## src/hdl/led_pkg.sv

```systemverilog
package led_pkg;

  // ------------------------------------------------------------
  // display geometry
  // ------------------------------------------------------------
  localparam int LED_W  = 16;  // front panel LEDs
  localparam int LAMP_W = 8;   // status lamps in the upper byte
  localparam int BAR_W  = 8;   // rate bar in the lower byte

  // ------------------------------------------------------------
  // blinkers and fader
  // ------------------------------------------------------------
  localparam int BLINK_DIV_W = 4;  // heartbeat toggles every 2**4 cycles
  localparam int FADER_W     = 8;  // triangle ramp counter
  localparam int PWM_W       = 4;  // brightness resolution of the fader

  // event flash length, and the value loaded into the flash counter
  localparam int FLASH_CYCLES = 8;
  localparam int FLASH_CNT_W  = $clog2(FLASH_CYCLES + 1);
  localparam logic [FLASH_CNT_W-1:0] FLASH_LOAD = FLASH_CNT_W'(FLASH_CYCLES);

  // ------------------------------------------------------------
  // cluster rate meter
  // ------------------------------------------------------------
  localparam int RATE_WINDOW = 64;                  // cycles per window
  localparam int WIN_W       = $clog2(RATE_WINDOW);
  localparam logic [WIN_W-1:0] WIN_LAST = WIN_W'(RATE_WINDOW - 1);
  localparam int CNT_W       = 32;                  // sum and rate width
  localparam int INC_W       = 8;                   // clusters per bx

  // cylon scanner, steps every 2**CYLON_DIV_W cycles
  localparam int CYLON_DIV_W = 3;
  localparam int SCAN_W      = $clog2(BAR_W);
  localparam logic [SCAN_W-1:0] SCAN_LAST = SCAN_W'(BAR_W - 1);

  // ------------------------------------------------------------
  // LED word, seen either as raw GBT bits or as the logic layout
  // ------------------------------------------------------------
  typedef struct packed {
    logic             eclk_blink;        // led 15
    logic             clk_blink;         // led 14
    logic             link_fade;         // led 13, fader while link ready
    logic             gbt_flash;         // led 12
    logic             l1a_flash;         // led 11
    logic             resync_flash;      // led 10
    logic             bc0_flash;         // led 9
    logic             vfat_reset_flash;  // led 8
    logic [BAR_W-1:0] bar;               // rate bar or cylon
  } led_logic_t;

  typedef union packed {
    logic [LED_W-1:0] raw;         // as sent over GBT in sync mode
    led_logic_t       logic_view;  // lamps over bar
  } led_word_u;

endpackage

```

## src/hdl/event_flasher.sv

```systemverilog
`timescale 1ns/100ps

module event_flasher (
  input  logic async_clock,
  input  logic rst_i,
  input  logic event_i,   // one cycle strobe
  output logic flash_o    // stretched to FLASH_CYCLES
);

  logic [led_pkg::FLASH_CNT_W-1:0] flash_cnt;  // cycles of flash left

  // ------------------------------------------------------------
  // down counter reloaded by every event
  // ------------------------------------------------------------
  always_ff @(posedge async_clock) begin
    if (rst_i) begin
      flash_cnt <= '0;
    end else if (event_i) begin
      flash_cnt <= led_pkg::FLASH_LOAD;  // retrigger restarts the flash
    end else if (flash_cnt != '0) begin
      flash_cnt <= flash_cnt - 1'b1;
    end
  end

  // lit from the cycle after the event until the count runs out
  assign flash_o = (flash_cnt != '0);

  // the count only ever comes down from the load value
  a_flash_cnt_range : assert property (
    @(posedge async_clock) disable iff (rst_i)
    flash_cnt <= led_pkg::FLASH_LOAD
  ) else $error("flash counter above load value");

endmodule

```

## src/hdl/led_control.sv

```systemverilog
`timescale 1ns/100ps

module led_control (
  input  logic                       async_clock,
  input  logic                       rst_i,
  input  logic                       gbt_rxready_i,
  input  logic                       gbt_rxvalid_i,
  input  logic                       mmcm_locked_i,
  input  logic                       gbt_link_ready_i,
  input  logic                       gbt_request_i,
  input  logic                       ttc_l1a_i,
  input  logic                       ttc_bc0_i,
  input  logic                       ttc_resync_i,
  input  logic                       vfat_reset_i,
  input  logic [led_pkg::LED_W-1:0]  gbt_rx_data_i,
  input  logic                       led_sync_mode_i,
  input  logic [led_pkg::INC_W-1:0]  cluster_count_i,
  output logic [led_pkg::CNT_W-1:0]  cluster_rate_o,
  output logic [led_pkg::LED_W-1:0]  led_o
);

  logic [led_pkg::LED_W-1:0]  gbt_rx_data_q;
  logic                       led_sync_mode_q;
  logic [led_pkg::INC_W-1:0]  cluster_count_q;
  logic                       link_good;
  logic [led_pkg::LAMP_W-1:0] lamp_bits;
  logic [led_pkg::BAR_W-1:0]  bar;
  logic                       fader;

  // ------------------------------------------------------------
  // input registers
  // ------------------------------------------------------------
  always_ff @(posedge async_clock) begin
    gbt_rx_data_q   <= gbt_rx_data_i;    // raw pattern, one cycle
    cluster_count_q <= cluster_count_i;
    if (rst_i) led_sync_mode_q <= 1'b0;
    else led_sync_mode_q <= led_sync_mode_i;
  end

  // all three must hold before anything but the fader is shown
  assign link_good = gbt_rxready_i & gbt_rxvalid_i & mmcm_locked_i;

  status_lamps u_status_lamps (
    .async_clock      (async_clock),
    .rst_i            (rst_i),
    .gbt_request_i    (gbt_request_i),
    .ttc_l1a_i        (ttc_l1a_i),
    .ttc_bc0_i        (ttc_bc0_i),
    .ttc_resync_i     (ttc_resync_i),
    .vfat_reset_i     (vfat_reset_i),
    .gbt_link_ready_i (gbt_link_ready_i),
    .lamp_bits_o      (lamp_bits),
    .fader_o          (fader)
  );

  rate_meter u_rate_meter (
    .async_clock (async_clock),
    .rst_i       (rst_i),
    .increment_i (cluster_count_q),
    .rate_o      (cluster_rate_o),
    .bar_o       (bar)
  );

  led_source_mux u_led_source_mux (
    .async_clock     (async_clock),
    .rst_i           (rst_i),
    .lamp_bits_i     (lamp_bits),
    .bar_i           (bar),
    .fader_i         (fader),
    .rx_word_i       (gbt_rx_data_q),
    .sync_mode_i     (led_sync_mode_q),
    .link_good_i     (link_good),
    .cluster_count_i (cluster_count_q),
    .ttc_resync_i    (ttc_resync_i),
    .led_o           (led_o)
  );

endmodule

```

## src/hdl/led_source_mux.sv

```systemverilog
`timescale 1ns/100ps

module led_source_mux (
  input  logic                       async_clock,
  input  logic                       rst_i,
  input  logic [led_pkg::LAMP_W-1:0] lamp_bits_i,
  input  logic [led_pkg::BAR_W-1:0]  bar_i,
  input  logic                       fader_i,
  input  logic [led_pkg::LED_W-1:0]  rx_word_i,     // registered GBT pattern
  input  logic                       sync_mode_i,
  input  logic                       link_good_i,
  input  logic [led_pkg::INC_W-1:0]  cluster_count_i,
  input  logic                       ttc_resync_i,
  output logic [led_pkg::LED_W-1:0]  led_o
);

  logic [led_pkg::CYLON_DIV_W-1:0] scan_div;
  logic [led_pkg::SCAN_W-1:0]      scan_pos;   // lit LED of the scanner
  logic                            scan_up;    // direction of travel
  logic [led_pkg::BAR_W-1:0]       cylon;
  logic                            cylon_mode; // no cluster seen this run
  led_pkg::led_word_u              led_next;

  // ------------------------------------------------------------
  // cylon scanner, bounces between LED 0 and LED BAR_W-1
  // ------------------------------------------------------------
  always_ff @(posedge async_clock) begin
    if (rst_i) begin
      scan_div <= '0;
      scan_pos <= '0;
      scan_up  <= 1'b1;
    end else begin
      scan_div <= scan_div + 1'b1;
      if (scan_div == '1) begin  // one step per divider period
        if (scan_up && scan_pos == led_pkg::SCAN_LAST) begin
          scan_up  <= 1'b0;
          scan_pos <= scan_pos - 1'b1;
        end else if (!scan_up && scan_pos == '0) begin
          scan_up  <= 1'b1;
          scan_pos <= scan_pos + 1'b1;
        end else begin
          scan_pos <= scan_up ? scan_pos + 1'b1 : scan_pos - 1'b1;
        end
      end
    end
  end

  always_comb begin
    cylon           = '0;
    cylon[scan_pos] = 1'b1;
  end

  // leave cylon mode on the first cluster, a resync starts a new run
  always_ff @(posedge async_clock) begin
    if (rst_i || ttc_resync_i) cylon_mode <= 1'b1;
    else if (cluster_count_i != '0) cylon_mode <= 1'b0;
  end

  // ------------------------------------------------------------
  // source select
  // ------------------------------------------------------------
  always_comb begin
    led_next = '0;
    if (!link_good_i) begin
      led_next.raw = {led_pkg::LED_W{fader_i}};  // no link, whole panel breathes
    end else if (sync_mode_i) begin
      led_next.raw = rx_word_i;
    end else begin
      {led_next.logic_view.eclk_blink, led_next.logic_view.clk_blink,
       led_next.logic_view.link_fade, led_next.logic_view.gbt_flash,
       led_next.logic_view.l1a_flash, led_next.logic_view.resync_flash,
       led_next.logic_view.bc0_flash, led_next.logic_view.vfat_reset_flash} = lamp_bits_i;
      led_next.logic_view.bar = cylon_mode ? cylon : bar_i;
    end
  end

  always_ff @(posedge async_clock) begin
    if (rst_i) led_o <= '0;
    else led_o <= led_next.raw;
  end

  a_cylon_onehot : assert property (
    @(posedge async_clock) disable iff (rst_i)
    $onehot(cylon)
  ) else $error("cylon pattern is not one-hot");

endmodule

```

## src/hdl/rate_meter.sv

```systemverilog
`timescale 1ns/100ps

module rate_meter (
  input  logic                      async_clock,
  input  logic                      rst_i,
  input  logic [led_pkg::INC_W-1:0] increment_i,  // clusters this cycle
  output logic [led_pkg::CNT_W-1:0] rate_o,       // sum over last full window
  output logic [led_pkg::BAR_W-1:0] bar_o         // log2 thermometer of rate
);

  logic [led_pkg::WIN_W-1:0] win_cnt;      // position inside the window
  logic                      win_last;     // last cycle of the window
  logic [led_pkg::CNT_W-1:0] acc;          // running sum of this window
  logic [led_pkg::CNT_W-1:0] increment_ext;
  logic [led_pkg::BAR_W-1:0] bar_next;

  // ------------------------------------------------------------
  // log bar
  // ------------------------------------------------------------
  // bit b is lit when sum >= 2**b, which is the same as
  // floor(log2 sum) >= b; anything past the top bit just
  // saturates the bar, and zero lights nothing
  function automatic logic [led_pkg::BAR_W-1:0] log_bar(
    input logic [led_pkg::CNT_W-1:0] sum
  );
    logic [led_pkg::BAR_W-1:0] bar;
    bar = '0;
    for (int b = 0; b < led_pkg::BAR_W; b++) begin
      bar[b] = ((sum >> b) != '0);
    end
    return bar;
  endfunction

  // zero extend the per cycle count to the accumulator width
  assign increment_ext = {{(led_pkg::CNT_W-led_pkg::INC_W){1'b0}}, increment_i};

  assign win_last = (win_cnt == led_pkg::WIN_LAST);

  assign bar_next = log_bar(acc);  // bar of the sum about to be latched

  // ------------------------------------------------------------
  // window counter
  // ------------------------------------------------------------
  always_ff @(posedge async_clock) begin
    if (rst_i) begin
      win_cnt <= '0;
    end else begin
      win_cnt <= win_cnt + 1'b1;  // wraps after RATE_WINDOW cycles
    end
  end

  // ------------------------------------------------------------
  // accumulator
  // ------------------------------------------------------------
  always_ff @(posedge async_clock) begin
    if (rst_i) begin
      acc <= '0;
    end else if (win_last) begin
      acc <= increment_ext;  // next window starts with this cycle's count
    end else begin
      acc <= acc + increment_ext;
    end
  end

  // ------------------------------------------------------------
  // rate and bar held between window ends
  // ------------------------------------------------------------
  always_ff @(posedge async_clock) begin
    if (rst_i) begin
      rate_o <= '0;
      bar_o  <= '0;
    end else if (win_last) begin
      rate_o <= acc;
      bar_o  <= bar_next;
    end
  end

  // bar lights from bit 0 upward with no gaps
  a_bar_thermo : assert property (
    @(posedge async_clock) disable iff (rst_i)
    ((bar_o + 1'b1) & bar_o) == '0
  ) else $error("rate bar is not a thermometer code");

endmodule

```

## src/hdl/status_lamps.sv

```systemverilog
`timescale 1ns/100ps

module status_lamps (
  input  logic                      async_clock,
  input  logic                      rst_i,
  input  logic                      gbt_request_i,
  input  logic                      ttc_l1a_i,
  input  logic                      ttc_bc0_i,
  input  logic                      ttc_resync_i,
  input  logic                      vfat_reset_i,
  input  logic                      gbt_link_ready_i,
  output logic [led_pkg::LAMP_W-1:0] lamp_bits_o,  // logic view order, eclk on top
  output logic                      fader_o
);

  logic [led_pkg::BLINK_DIV_W-1:0] clk_div;
  logic [led_pkg::BLINK_DIV_W-1:0] eclk_div;
  logic                            clk_blink;
  logic                            eclk_blink;
  logic [led_pkg::FADER_W-1:0]     fader_cnt;
  logic [led_pkg::PWM_W-1:0]       brightness;
  logic [led_pkg::PWM_W:0]         pwm_acc;     // carry bit is the pwm output
  logic gbt_flash, l1a_flash, resync_flash, bc0_flash, vfat_reset_flash;

  // ------------------------------------------------------------
  // heartbeat blinkers
  // ------------------------------------------------------------
  // both divide by the same amount; eclk starts half a period
  // away so the two lamps visibly alternate
  always_ff @(posedge async_clock) begin
    if (rst_i) begin
      clk_div    <= '0;
      eclk_div   <= {1'b1, {(led_pkg::BLINK_DIV_W-1){1'b0}}};
      clk_blink  <= 1'b0;
      eclk_blink <= 1'b0;
    end else begin
      clk_div  <= clk_div + 1'b1;
      eclk_div <= eclk_div + 1'b1;
      if (clk_div == '0) clk_blink <= ~clk_blink;     // toggle on wrap
      if (eclk_div == '0) eclk_blink <= ~eclk_blink;
    end
  end

  // ------------------------------------------------------------
  // pwm fader
  // ------------------------------------------------------------
  // top ramp bit picks rising or falling half of the triangle
  assign brightness = fader_cnt[led_pkg::FADER_W-1] ?
                      fader_cnt[led_pkg::FADER_W-2 -: led_pkg::PWM_W] :
                      ~fader_cnt[led_pkg::FADER_W-2 -: led_pkg::PWM_W];

  always_ff @(posedge async_clock) begin
    if (rst_i) begin
      fader_cnt <= '0;
      pwm_acc   <= '0;
    end else begin
      fader_cnt <= fader_cnt + 1'b1;
      // first order accumulator, duty cycle = brightness / 2**PWM_W
      pwm_acc <= {1'b0, pwm_acc[led_pkg::PWM_W-1:0]} + {1'b0, brightness};
    end
  end

  assign fader_o = pwm_acc[led_pkg::PWM_W];

  // ------------------------------------------------------------
  // event flashes
  // ------------------------------------------------------------
  event_flasher u_flash_gbt (
    .async_clock (async_clock), .rst_i (rst_i),
    .event_i     (gbt_request_i), .flash_o (gbt_flash)
  );
  event_flasher u_flash_l1a (
    .async_clock (async_clock), .rst_i (rst_i),
    .event_i     (ttc_l1a_i), .flash_o (l1a_flash)
  );
  event_flasher u_flash_resync (
    .async_clock (async_clock), .rst_i (rst_i),
    .event_i     (ttc_resync_i), .flash_o (resync_flash)
  );
  event_flasher u_flash_bc0 (
    .async_clock (async_clock), .rst_i (rst_i),
    .event_i     (ttc_bc0_i), .flash_o (bc0_flash)
  );
  event_flasher u_flash_vfat_reset (
    .async_clock (async_clock), .rst_i (rst_i),
    .event_i     (vfat_reset_i), .flash_o (vfat_reset_flash)
  );

  // same order as the upper byte of led_word_u
  assign lamp_bits_o = {eclk_blink, clk_blink,
                        gbt_link_ready_i & fader_o,  // link lamp breathes when ready
                        gbt_flash, l1a_flash, resync_flash,
                        bc0_flash, vfat_reset_flash};

endmodule

```

## config.mk

```make
export PLATFORM = sky130hd
export DESIGN_NAME = led_control
export DESIGN_NICKNAME = d
export VERILOG_FILES = /design/src/hdl/led_pkg.sv /design/src/hdl/event_flasher.sv /design/src/hdl/led_control.sv /design/src/hdl/led_source_mux.sv /design/src/hdl/rate_meter.sv /design/src/hdl/status_lamps.sv
export SDC_FILE = /design/constraint.sdc
export NUM_CORES = 1
export LEC_CHECK = 0
export BUFFER_PORTS_ARGS = -buffer_cell sky130_fd_sc_hd__clkbuf_2
export CORE_MARGIN = 10
export CORE_UTILIZATION = 47
export CTS_CLUSTER_DIAMETER = 120
export DETAILED_ROUTE_END_ITERATION = 10
export HOLD_SLACK_MARGIN = 0.08
export PLACE_DENSITY = 0.76
export SETUP_SLACK_MARGIN = 0.05
export SYNTH_ARGS = -nofsm -noshare
export SYNTH_HDL_FRONTEND = slang
export SYNTH_SLANG_ARGS = --single-unit
```

## constraint.sdc

```tcl
create_clock -name async_clock -period 3.6 [get_ports async_clock]
set_input_delay 0 -clock async_clock [delete_from_list [all_inputs] [get_ports async_clock]]
set_output_delay 0 -clock async_clock [all_outputs]
set_load 0.01 [all_outputs]
```

# Yosys cells after proc, flatten, opt, wreduce, memory -nomap -nowiden
# Cells that the tools add are included.
dict set report op_classes {
  addsub 14
  order_cmp 2
  n_eq_ne 3
  mux 22
  n_bitwise 6
  n_reduce_logical 35
}
# operator n
set op_table {}
lappend op_table {{32-bit nonzero test} 8}
lappend op_table {{4-bit 2-to-1 mux} 11}
lappend op_table {{32-bit by 8-bit adder with 32-bit output} 1}
lappend op_table {{16-bit 2-to-1 mux} 2}
lappend op_table {{4-bit nonzero test} 5}
lappend op_table {{4-bit by 1-bit subtractor with 4-bit output (second input constant)} 5}
lappend op_table {{8-bit 2-to-1 mux} 2}
lappend op_table {{2-bit nonzero test} 6}
lappend op_table {{2-bit OR reduction} 6}
lappend op_table {{3-bit 2-to-1 mux} 3}
lappend op_table {{4-bit by 1-bit adder with 4-bit output (second input constant)} 2}
lappend op_table {{8-bit by 1-bit adder with 8-bit output (second input constant)} 1}
lappend op_table {{4-bit zero test} 2}
lappend op_table {{8-bit nonzero test} 1}
lappend op_table {{3-bit by 1-bit adder with 3-bit output (second input constant)} 2}
lappend op_table {{6-bit by 1-bit adder with 6-bit output (second input constant)} 1}
lappend op_table {{3-bit equality test (second input constant)} 2}
lappend op_table {{6-bit equality test (second input constant)} 1}
lappend op_table {{4-bit by 4-bit adder with 5-bit output} 1}
lappend op_table {{3-bit by 4-bit < comparator with 1-bit output (second input constant)} 1}
lappend op_table {{4-bit NOT} 1}
lappend op_table {{1-bit bitwise AND} 3}
lappend op_table {{1-bit demux with 3-bit select} 1}
lappend op_table {{3-bit by 1-bit >= comparator with 1-bit output (second input constant)} 1}
lappend op_table {{other kinds (8)} 13}
dict set report totals {
  register_bits 170
  inputBits 36
  out_inout_bits 48
  word_cells 111
}

# Logic depth before layout (Yosys ltp)
# Gate-level depths: netlist of run 1.
dict set report logic_depth {
  depth_word 7
  ltp_mapped 8
  ltp_nobuf 7
}

# Modules after synthesis
# Synthesis of run 1 repeated with hierarchy kept, for this count alone.
dict set report hier_totals {
  hier_cells 787
  area_unflattened_um2 7179.4
}
# mod instances cells_each area_per_inst_um2 seq_area_each_um2
set modules_own_cells {}
lappend modules_own_cells {rate_meter 1 415 3398.3 1561.5}
lappend modules_own_cells {led_source_mux 1 127 1202.4 480.5}
lappend modules_own_cells {status_lamps 1 108 1046.0 460.4}
lappend modules_own_cells {event_flasher 5 22 203.9 80.1}
lappend modules_own_cells {led_control 1 27 513.0 500.5}

# Worst setup path after synthesis of run 1
# No wires, ideal clock.
dict set report synth_timing {
  path_type {reg-to-reg}
  from {register cluster_count_q[0] (netlist name)}
  to {register u_rate_meter.acc[24] (netlist name)}
  setup_ns 0.132
  arrival_time_ns 2.048
  t_required_ns 3.468
  setup_slack_ns 1.420
  path_stages_with_launch 9
  n_path_buf 1
  period_less_slack_ns 2.180
  path_cell_list {dfxtp_1 > ha_1 > fa_1 > a211oi_1 > o21a_1 > a21o_1 > clkbuf_1 > or3_1 > a21oi_1}
}
dict set report synth_via {
  elab_chain_len 1
}
# item line_no
set synth_rtl {}
lappend synth_rtl {{from (decl)} led_control.sv:24} ;# logic [led_pkg::INC_W-1:0] cluster_count_q;
lappend synth_rtl {{from (signal assigned)} led_control.sv:35} ;# cluster_count_q <= cluster_count_i;
lappend synth_rtl {{32-bit by 8-bit adder with 32-bit output} rate_meter.sv:61} ;# acc <= acc + increment_ext;
lappend synth_rtl {{to (signal assigned)} rate_meter.sv:59} ;# acc <= increment_ext;
lappend synth_rtl {{to (signal assigned)} rate_meter.sv:61}
lappend synth_rtl {{to (decl)} rate_meter.sv:13} ;# logic [led_pkg::CNT_W-1:0] acc;
# Every way passes these cells.
# A chain may end at the register's enable or synchronous reset.

# Worst setup path in the final report of run 1
dict set report layout_timing {
  from {register cluster_count_q[0] (netlist name)}
  to {register u_rate_meter.acc[14] (netlist name)}
}
# Same word-level chain as after synthesis.

==> impl_metrics.sql, run 1 <==
INSERT INTO impl_metrics (metric_group, metric, value, unit) VALUES
('die', 'die_w', '142', 'microns'),
('layout', 'layout.cell_area.non_filler', '0.00852', 'sq mm'),
('logic_synthesis', 'yosysWarningCount', '0', ''),
('logic_synthesis', 'synth-async-reset-ratio', '0', '%'),
('logic_synthesis', 'synth_top_flop_cell', 'dfxtp_1', ''),
('sta', 'hold_viol', '0', ''),
('global_routing', 'first_global_vias', '5489', ''),
('clock_tree', 'ctsLongestPathBuffers', '2', ''),
('drt', 'total_wirelength', '15500', 'microns'),
('pwr', 'combinationalPowerShare', '15.9', '%'),
('drt', 'antenna_violating_nets_post_route', '0', ''),
('clock_tree', 'cts_max_level', '4', ''),
('drt', 'first_pass_iters', '4', ''),
('placement', 'gp_routability_congestion', '0.852', ''),
('sta', 'final-max-slew-violation-count', '0', ''),
('global_routing', 'grt_max_degree', '93', ''),
('pwr', 'power.sequential.fraction', '42.9', '%'),
('pwr', 'power.switching_fraction', '25.7', '%'),
('pwr', 'switching_power', '1.27', 'mW'),
('clock_tree', 'cts_repair_resize_count', '0', ''),
('drt', 'detail_route.wl_per_cell', '14.3', 'microns'),
('die', 'die_y', '142', 'microns'),
('sta', 'max_clock_freq', '0.423', 'GHz'),
('clock_tree', 'cts.sinks', '170', ''),
('global_routing', 'overflow', '0', ''),
('worst_setup_path', 'crit_path_kind', 'reg2reg', ''),
('placement', 'hpwl', '10100', 'microns'),
('sta', 'rsz0062_at_grt', 'no', ''),
('logic_synthesis', 'mapped_avg_cell_area', '8.90', 'sq um'),
('clock_tree', 'cts_tree', 'yes', ''),
('hold_path', 'worst_hold_path_type', 'in2reg', ''),
('logic_synthesis', 'synth_fp_nets', '860', ''),
('worst_setup_path', 'end_kind', 'register', ''),
('die', 'area_of_the_die', '0.0202', 'sq mm'),
('logic_synthesis', 'synth-edff-count', '0', ''),
('clock_tree', 'cts.reportedPaths.clkPinSlew', '0.06', 'ns'),
('drt', 'drt_first_iter_violations', '413', ''),
('logic_synthesis', 'synth.distinct_cells', '53', ''),
('drt', 'detailroute.via_count', '5695', ''),
('drt', 'post-route-drc-count', '0', ''),
('global_routing', 'grtUsageTotal', '15.4', '%'),
('sta', 'post-route-min-period', '2.36', 'ns'),
('sta', 'setup-violations-final', '0', ''),
('worst_setup_path', 'cp_data_arrival_time', '2.64', 'ns'),
('pwr', 'total_leakage_power', '3.38', 'nW'),
('logic_synthesis', 'yosys_register_bits', '170', ''),
('global_routing', 'grt_first_pass_wirelength', '26000', 'microns'),
('job', 'maxCapViolCount', '0', ''),
('pwr', 'max-vdd-ir-drop', '0.316', 'mV'),
('pwr', 'power.share.clock', '41.1', '%'),
('logic_synthesis', 'synthTopCellsByArea', 'dfxtp_1, a21oi_1, ha_1', ''),
('logic_synthesis', 'synth-seq-area-share', '48.5', '%'),
('sta', 'worstMarginPinSlew', '0.984', 'ns'),
('layout', 'synthToLayoutAreaGrowth', '21.5', '%'),
('clock_tree', 'cts.root.buffer_cell', 'clkbuf_16', ''),
('die', 'rows', '44', ''),
('die', 'ios', '84', ''),
('worst_setup_path', 'start_kind', 'register', ''),
('logic_synthesis', 'netlist_area', '0.00701', 'sq mm'),
('worst_setup_path', 'regToRegSetupSlack', '1.24', 'ns'),
('worst_setup_path', 'worstPathMaxFanout', '16', ''),
('sta', 'setup-tns-final', '0', 'ns'),
('pwr', 'internal_power', '3.68', 'mW'),
('pwr', 'power.density', '581', 'mW/mm^2'),
('placement', 'dpl_cell_area', '0.00752', 'sq mm'),
('logic_synthesis', 'synthesis.instances', '788', ''),
('die', 'initial_core_util', '48.1', '%'),
('layout', 'nNetsFinal', '958', ''),
('layout', 'drive_above_1_share', '14.3', '%'),
('logic_synthesis', 'yosys.area.top_type', 'dfxtp_1', ''),
('sta', 'max_slew_margin', '34.3', '%'),
('die', 'core', '0.0146', 'sq mm'),
('layout', 'layout.filler_cells', '1229', ''),
('sta', 'share_of_the_clock_period_used_by_the_worst_path', '65.6', '%'),
('sta', 'fin_worst_skew', '0.0117', 'ns'),
('placement', 'place.port_buffers', '83', ''),
('drt', 'route.detailed.vias_per_inst', '5.25', ''),
('global_routing', 'antenna_found_initial', '0', ''),
('logic_synthesis', 'synth_top_area_share', '48.5', '%'),
('clock_tree', 'clk_latency', '0.43', 'ns'),
('clock_tree', 'cts_made_buffers', '17', ''),
('worst_setup_path', 'critPathRequiredTime', '3.88', 'ns'),
('status', 'outcome', 'finished, final reports clean', '');
==> path summary, 6_finish.rpt <==
check	startpoint	depth (start not counted)	to
setup / recovery	cluster_count_q[0]$_DFF_P_	7	u_rate_meter.acc[14]$_SDFF_PP0_
hold / removal	gbt_rx_data_i[14]	2	gbt_rx_data_q[14]$_DFF_P_
setup reg to reg	cluster_count_q[0]$_DFF_P_	7	u_rate_meter.acc[14]$_SDFF_PP0_
hold reg to reg	u_led_source_mux.scan_div[0]$_SDFF_PP0_	1	u_led_source_mux.scan_div[0]$_SDFF_PP0_
==> registers in the layout, indices dropped and copies added (netlist names), 5 cells and up <==
signal and flops:
u_status_lamps.fader_cnt 8, u_rate_meter.bar_o 8, u_status_lamps.pwm_acc 5, u_rate_meter.rate_o 32, u_led_source_mux.led_o 16, u_rate_meter.win_cnt 6, cluster_count_q 8, u_rate_meter.acc 32
gbt_rx_data_q 16
==> synth_stat cells, types with 9 or more instances <==
cell,n
xor2_1,18
inv_1,27
xnor2_1,31
nor2b_1,19
o31ai_1,9
dfxtp_1,170
nor2_1,59
ha_1,34
a211oi_1,10
clkbuf_1,29
nand2_1,113
a21oi_1,89
o21ai_0,30
nor4_1,11
or3_1,10
or4_1,10
nand3_1,15
nor3_1,21
==> logic make-up (layout without fill, tap and decap cells) <==
| kind of cell | count (synthesis) | after routing | share of synthesized area (%) |
|---|---|---|---|
| muxes | 4 | 4 | 0.589 |
| adders and majority gates | 36 | 36 | 6.64 |
| other | 0 | 1 | 0 |
| AOI/OAI and AO/OA | 171 | 171 | 14.3 |
| and+or+nand+nor | 292 | 292 | 20.1 |
| xor gates and xnor gates | 49 | 49 | 6.12 |
| buffers and inverters | 66 | 177 | 3.71 |
| DFF | 170 | 170 | 48.5 |
==> cells in the final DEF (no fill, tap or decap), types with 18 or more instances in the layout <==
cell type / count
ha_1: 34
nand2_1: 113
dfxtp_1: 170
a21oi_1: 89
xnor2_1: 31
inv_1: 27
nor2_1: 59
o21ai_0: 30
dlygate4sd3_1: 32
xor2_1: 18
clkbuf_2: 82
nor2b_1: 19
nor3_1: 21
==> power by group through the flow <==
stage               clock, mW  sequential (mW)  combinational (mW)
detailed placement          0             2.16               0.748
global route             2.14             2.14               0.888
CTS                      2.07             2.12               0.786
global placement            0             2.16               0.734
floorplan                   0             2.15               0.583
finish                   2.04             2.12               0.787
==> what timing repair did <==
item                      in CTS  in global routing
hold buffers                  32                  0
buffers inserted               0                  0
hold endpoints to repair      70                  0
==> cell type report <==
type / instances / area [sq um] / area share [%]
Timing Repair Buffer: 118 / 761 / 8.93
Antenna cell: 1 / 2.50 / 0.0294
Clock inverter: 10 / 186 / 2.19
Sequential cell: 170 / 3400 / 40.0
Inverter: 27 / 101 / 1.19
Multi-Input combinational cell: 552 / 3350 / 39.3
Clock buffer: 22 / 484 / 5.69
Tap cell: 184 / 230 / 2.70
==> worst max-delay path: stages, from the launching register on <==
cell      delay, ns
dfxtp_1        0.32
ha_1           0.24
fa_1           0.43
a211oi_1       0.25
o21a_1         0.30
a21o_1         0.42
or3_1          0.19
a21oi_1        0.07
==> per-stage QoR <==
step | setup WS, ns | hold WS, ns | instances | utilization, % | total power [mW]
after CTS | 1.26 | 0.194 | 1083 | 58.4 | 4.98
after global routing | 1.09 | 0.208 | 1083 | 58.4 | 5.17
after global placement | 1.34 | 0.102 | 1019 | 51.6 | 2.89
after detailed placement | 1.29 | 0.104 | 1019 | 51.6 | 2.91
after floorplan | 1.42 | 0.0277 | 788 | - | 2.73
final | 1.24 | 0.203 | 1084 | 58.4 | 4.95
==> routing by layer <==
metal | GRT usage, % | vias up | share of wire [%]
met5 | 0 | - | 0
li1 | - | 2912 | -
met4 | 4.73 | 0 | 1.3
met2 | 25.6 | 112 | 49
met3 | 4.97 | 19 | 5.0
met1 | 18.6 | 2652 | 45
(Power assumes the default switching activity.)
==> inputs of run 2 (changes only) <==
==> constraint.sdc (replaced) <==
create_clock -name async_clock -period 2.2 [get_ports async_clock]
set_input_delay 0 -clock async_clock [delete_from_list [all_inputs] [get_ports async_clock]]
set_output_delay 0 -clock async_clock [all_outputs]
set_load 0.01 [all_outputs]
==> run 2 against run 1 <==
Against the previous run:
- clock skew fell by 0.0035 ns
- sequential share of layout area shrank 0.32 points
- hold slack got worse by 0.059 ns
- core utilization increased by 0.50 points
- largest cell class unchanged
- via count is 1.4% higher
- sequential power is 64% higher
- critical path type unchanged
- first-iteration DRC count grew 12%
==> impl_metrics.sql, run 2 (synthesis gave the netlist of run 1 again) <==
INSERT INTO impl_metrics (metric_group, metric, value, unit) VALUES
('pwr', 'max-vdd-ir-drop', '0.602', 'mV'),
('layout', 'diode_count', '0', ''),
('global_routing', 'grt_max_degree', '51', ''),
('layout', 'drive_above_1_share', '16.5', '%'),
('placement', 'place.port_buffers', '83', ''),
('global_routing', 'first_global_vias', '5704', ''),
('global_routing', 'overflow', '0', ''),
('layout', 'nNetsFinal', '977', ''),
('sta', 'rsz0062_at_grt', 'yes', ''),
('die', 'core', '0.0146', 'sq mm'),
('sta', 'share_of_the_clock_period_used_by_the_worst_path', '92.7', '%'),
('placement', 'preCtsSetupSlack', '0.140', 'ns'),
('drt', 'post-route-drc-count', '0', ''),
('die', 'rows', '44', ''),
('placement', 'numPlacedInstances', '1038', ''),
('die', 'area_of_the_die', '0.0202', 'sq mm'),
('worst_setup_path', 'critPathRequiredTime', '2.56', 'ns'),
('drt', 'total_wirelength', '15800', 'microns'),
('pwr', 'power.density', '900', 'mW/mm^2'),
('layout', 'final_cell_mix', 'dfxtp_1, nand2_1, a21oi_1, clkbuf_2, nor2_1', ''),
('die', 'initial_core_util', '48.1', '%'),
('layout', 'reg_top3', 'u_rate_meter.acc: 32 flops, u_rate_meter.rate_o: 32 flops', ''),
('drt', 'first_pass_iters', '5', ''),
('clock_tree', 'cts_max_level', '4', ''),
('drt', 'antenna_violating_nets_post_route', '0', ''),
('sta', 'max_slew_margin', '59.0', '%'),
('worst_setup_path', 'start_kind', 'register', ''),
('hold_path', 'worst_hold_path_type', 'in2reg', ''),
('global_routing', 'global_route.usage.met2', '26.4', '%'),
('worst_setup_path', 'worstPathMaxFanout', '16', ''),
('sta', 'setup-violations-final', '0', ''),
('clock_tree', 'cts.root.buffer_cell', 'clkbuf_16', ''),
('worst_setup_path', 'path_cells', 'ha_4, fa_2, a211oi_1, o21a_1, a21o_1, buf_12, or4_1, a21oi_1', ''),
('worst_setup_path', 'worst_path_max_delay_cell', 'or4_1', ''),
('placement', 'hpwl', '10700', 'microns'),
('placement', 'gp_routability_congestion', '0.851', ''),
('pwr', 'finalPower', '7.73', 'mW'),
('drt', 'detail_route.wl_per_cell', '14.4', 'microns'),
('sta', 'setup-tns-final', '0', 'ns'),
('layout', 'final_cell_count_no_fill', '1101', ''),
('clock_tree', 'ctsLongestPathBuffers', '2', ''),
('global_routing', 'grt_first_pass_wirelength', '27000', 'microns'),
('sta', 'final-max-slew-violation-count', '0', ''),
('clock_tree', 'cts.repair_timing.setup_buffer_count', '0', ''),
('drt', 'detailroute.via_count', '5777', ''),
('worst_setup_path', 'cp_slowest_stage_delay', '0.40', 'ns'),
('die', 'die_y', '142', 'microns'),
('sta', 'worstMarginPinSlew', '0.614', 'ns'),
('clock_tree', 'cts.sinks', '170', ''),
('global_routing', 'grt.met1_usage', '19.0', '%'),
('clock_tree', 'clk_latency', '0.43', 'ns'),
('die', 'die_w', '142', 'microns'),
('status', 'outcome', 'finished, final reports clean', ''),
('global_routing', 'grtUsageTotal', '16.1', '%'),
('layout', 'most_frequent_standard_cell_in_the_layout_excluding_fill_and_tap_cells', 'dfxtp_1', ''),
('layout', 'synthToLayoutAreaGrowth', '22.5', '%'),
('worst_setup_path', 'cp_data_arrival_time', '2.40', 'ns'),
('worst_setup_path', 'crit_path_kind', 'reg2reg', ''),
('worst_setup_path', 'end_kind', 'register', ''),
('global_routing', 'met3_usage', '5.17', '%'),
('clock_tree', 'cts_made_buffers', '17', ''),
('global_routing', 'antenna_found_initial', '0', ''),
('sta', 'fin_worst_skew', '0.00821', 'ns'),
('clock_tree', 'cts_tree', 'yes', ''),
('clock_tree', 'cts.reportedPaths.clkPinSlew', '0.06', 'ns'),
('job', 'maxCapViolCount', '0', ''),
('drt', 'drt_first_iter_violations', '463', ''),
('sta', 'post-route-worst-setup-slack', '0.160', 'ns'),
('global_routing', 'grt_most_used_layer', 'met2', ''),
('sta', 'post-route-min-period', '2.04', 'ns'),
('drt', 'route.detailed.vias_per_inst', '5.25', ''),
('die', 'ios', '84', ''),
('sta', 'max_clock_freq', '0.490', 'GHz'),
('sta', 'hold_viol', '0', ''),
('pwr', 'total_leakage_power', '3.41', 'nW');
==> run 2: worst paths after layout <==
kind | start | end | slack (ns) | cells after the start
setup / recovery | u_rate_meter.acc[0]$_SDFF_PP0_ | u_rate_meter.acc[20]$_SDFF_PP0_ | 0.16 | 8
hold / removal | gbt_rxvalid_i | u_led_source_mux.led_o[15]$_SDFF_PP0_ | 0.14 | 4
setup reg to reg | u_rate_meter.acc[0]$_SDFF_PP0_ | u_rate_meter.acc[20]$_SDFF_PP0_ | 0.16 | 8
hold reg to reg | u_led_source_mux.scan_div[0]$_SDFF_PP0_ | u_led_source_mux.scan_div[0]$_SDFF_PP0_ | 0.43 | 1
==> run 2: area by class of cell <==
type	count	area [sq um]
fillers	1231	6000
flip-flops and latches	170	3400
multi-input cells	552	3380
repair buffers	137	916
clock buffers	19	433
well taps	184	230
clock inverters	12	128
inverters	27	101
==> run 2: power breakdown <==
part	internal, mW	switching, mW	leakage, nW
clock network	1.66	1.19	0.265
registers	3.31	0.157	1.39
logic	0.647	0.764	1.75
total	5.61	2.11	3.41
==> run 2: per-stage QoR <==
step / cell area, sq um / utilization [%] / hold WS [ns]
4_1_cts: 8560 / 58.7 / 0.122
3_3_place_gp: 7680 / 52.6 / 0.102
3_5_place_dp: 7680 / 52.6 / 0.104
2_1_floorplan: 7010 / - / 0.0277
5_1_grt: 8590 / 58.9 / 0.157
6_report: 8590 / 58.9 / 0.145
==> run 2: worst max-delay path, delay by kind of cell, from the launching register on <==
kind,cells,cell delay (ns)
AO/OA/AOI/OAI,4,0.65
AND/OR/NAND/NOR,1,0.40
flip-flops,1,0.39
adder cells (fa/ha/maj),2,0.39
buffers and inverters,1,0.15
==> run 2: routing by layer <==
| metal | vias up | part of all wire [%] |
|---|---|---|
| met2 | 99 | 49 |
| li1 | 2958 | - |
| met1 | 2699 | 44 |
| met5 | - | 0 |
| met4 | 0 | 1.8 |
| met3 | 21 | 5.2 |
==> run 2: timing repair <==
| action | 4_1_cts | 5_1_grt |
|---|---|---|
| hold buffers | 32 | 0 |
| setup endpoints to repair | 0 | 18 |
| hold endpoints to repair | 86 | 0 |
| resized for setup | 0 | 7 |
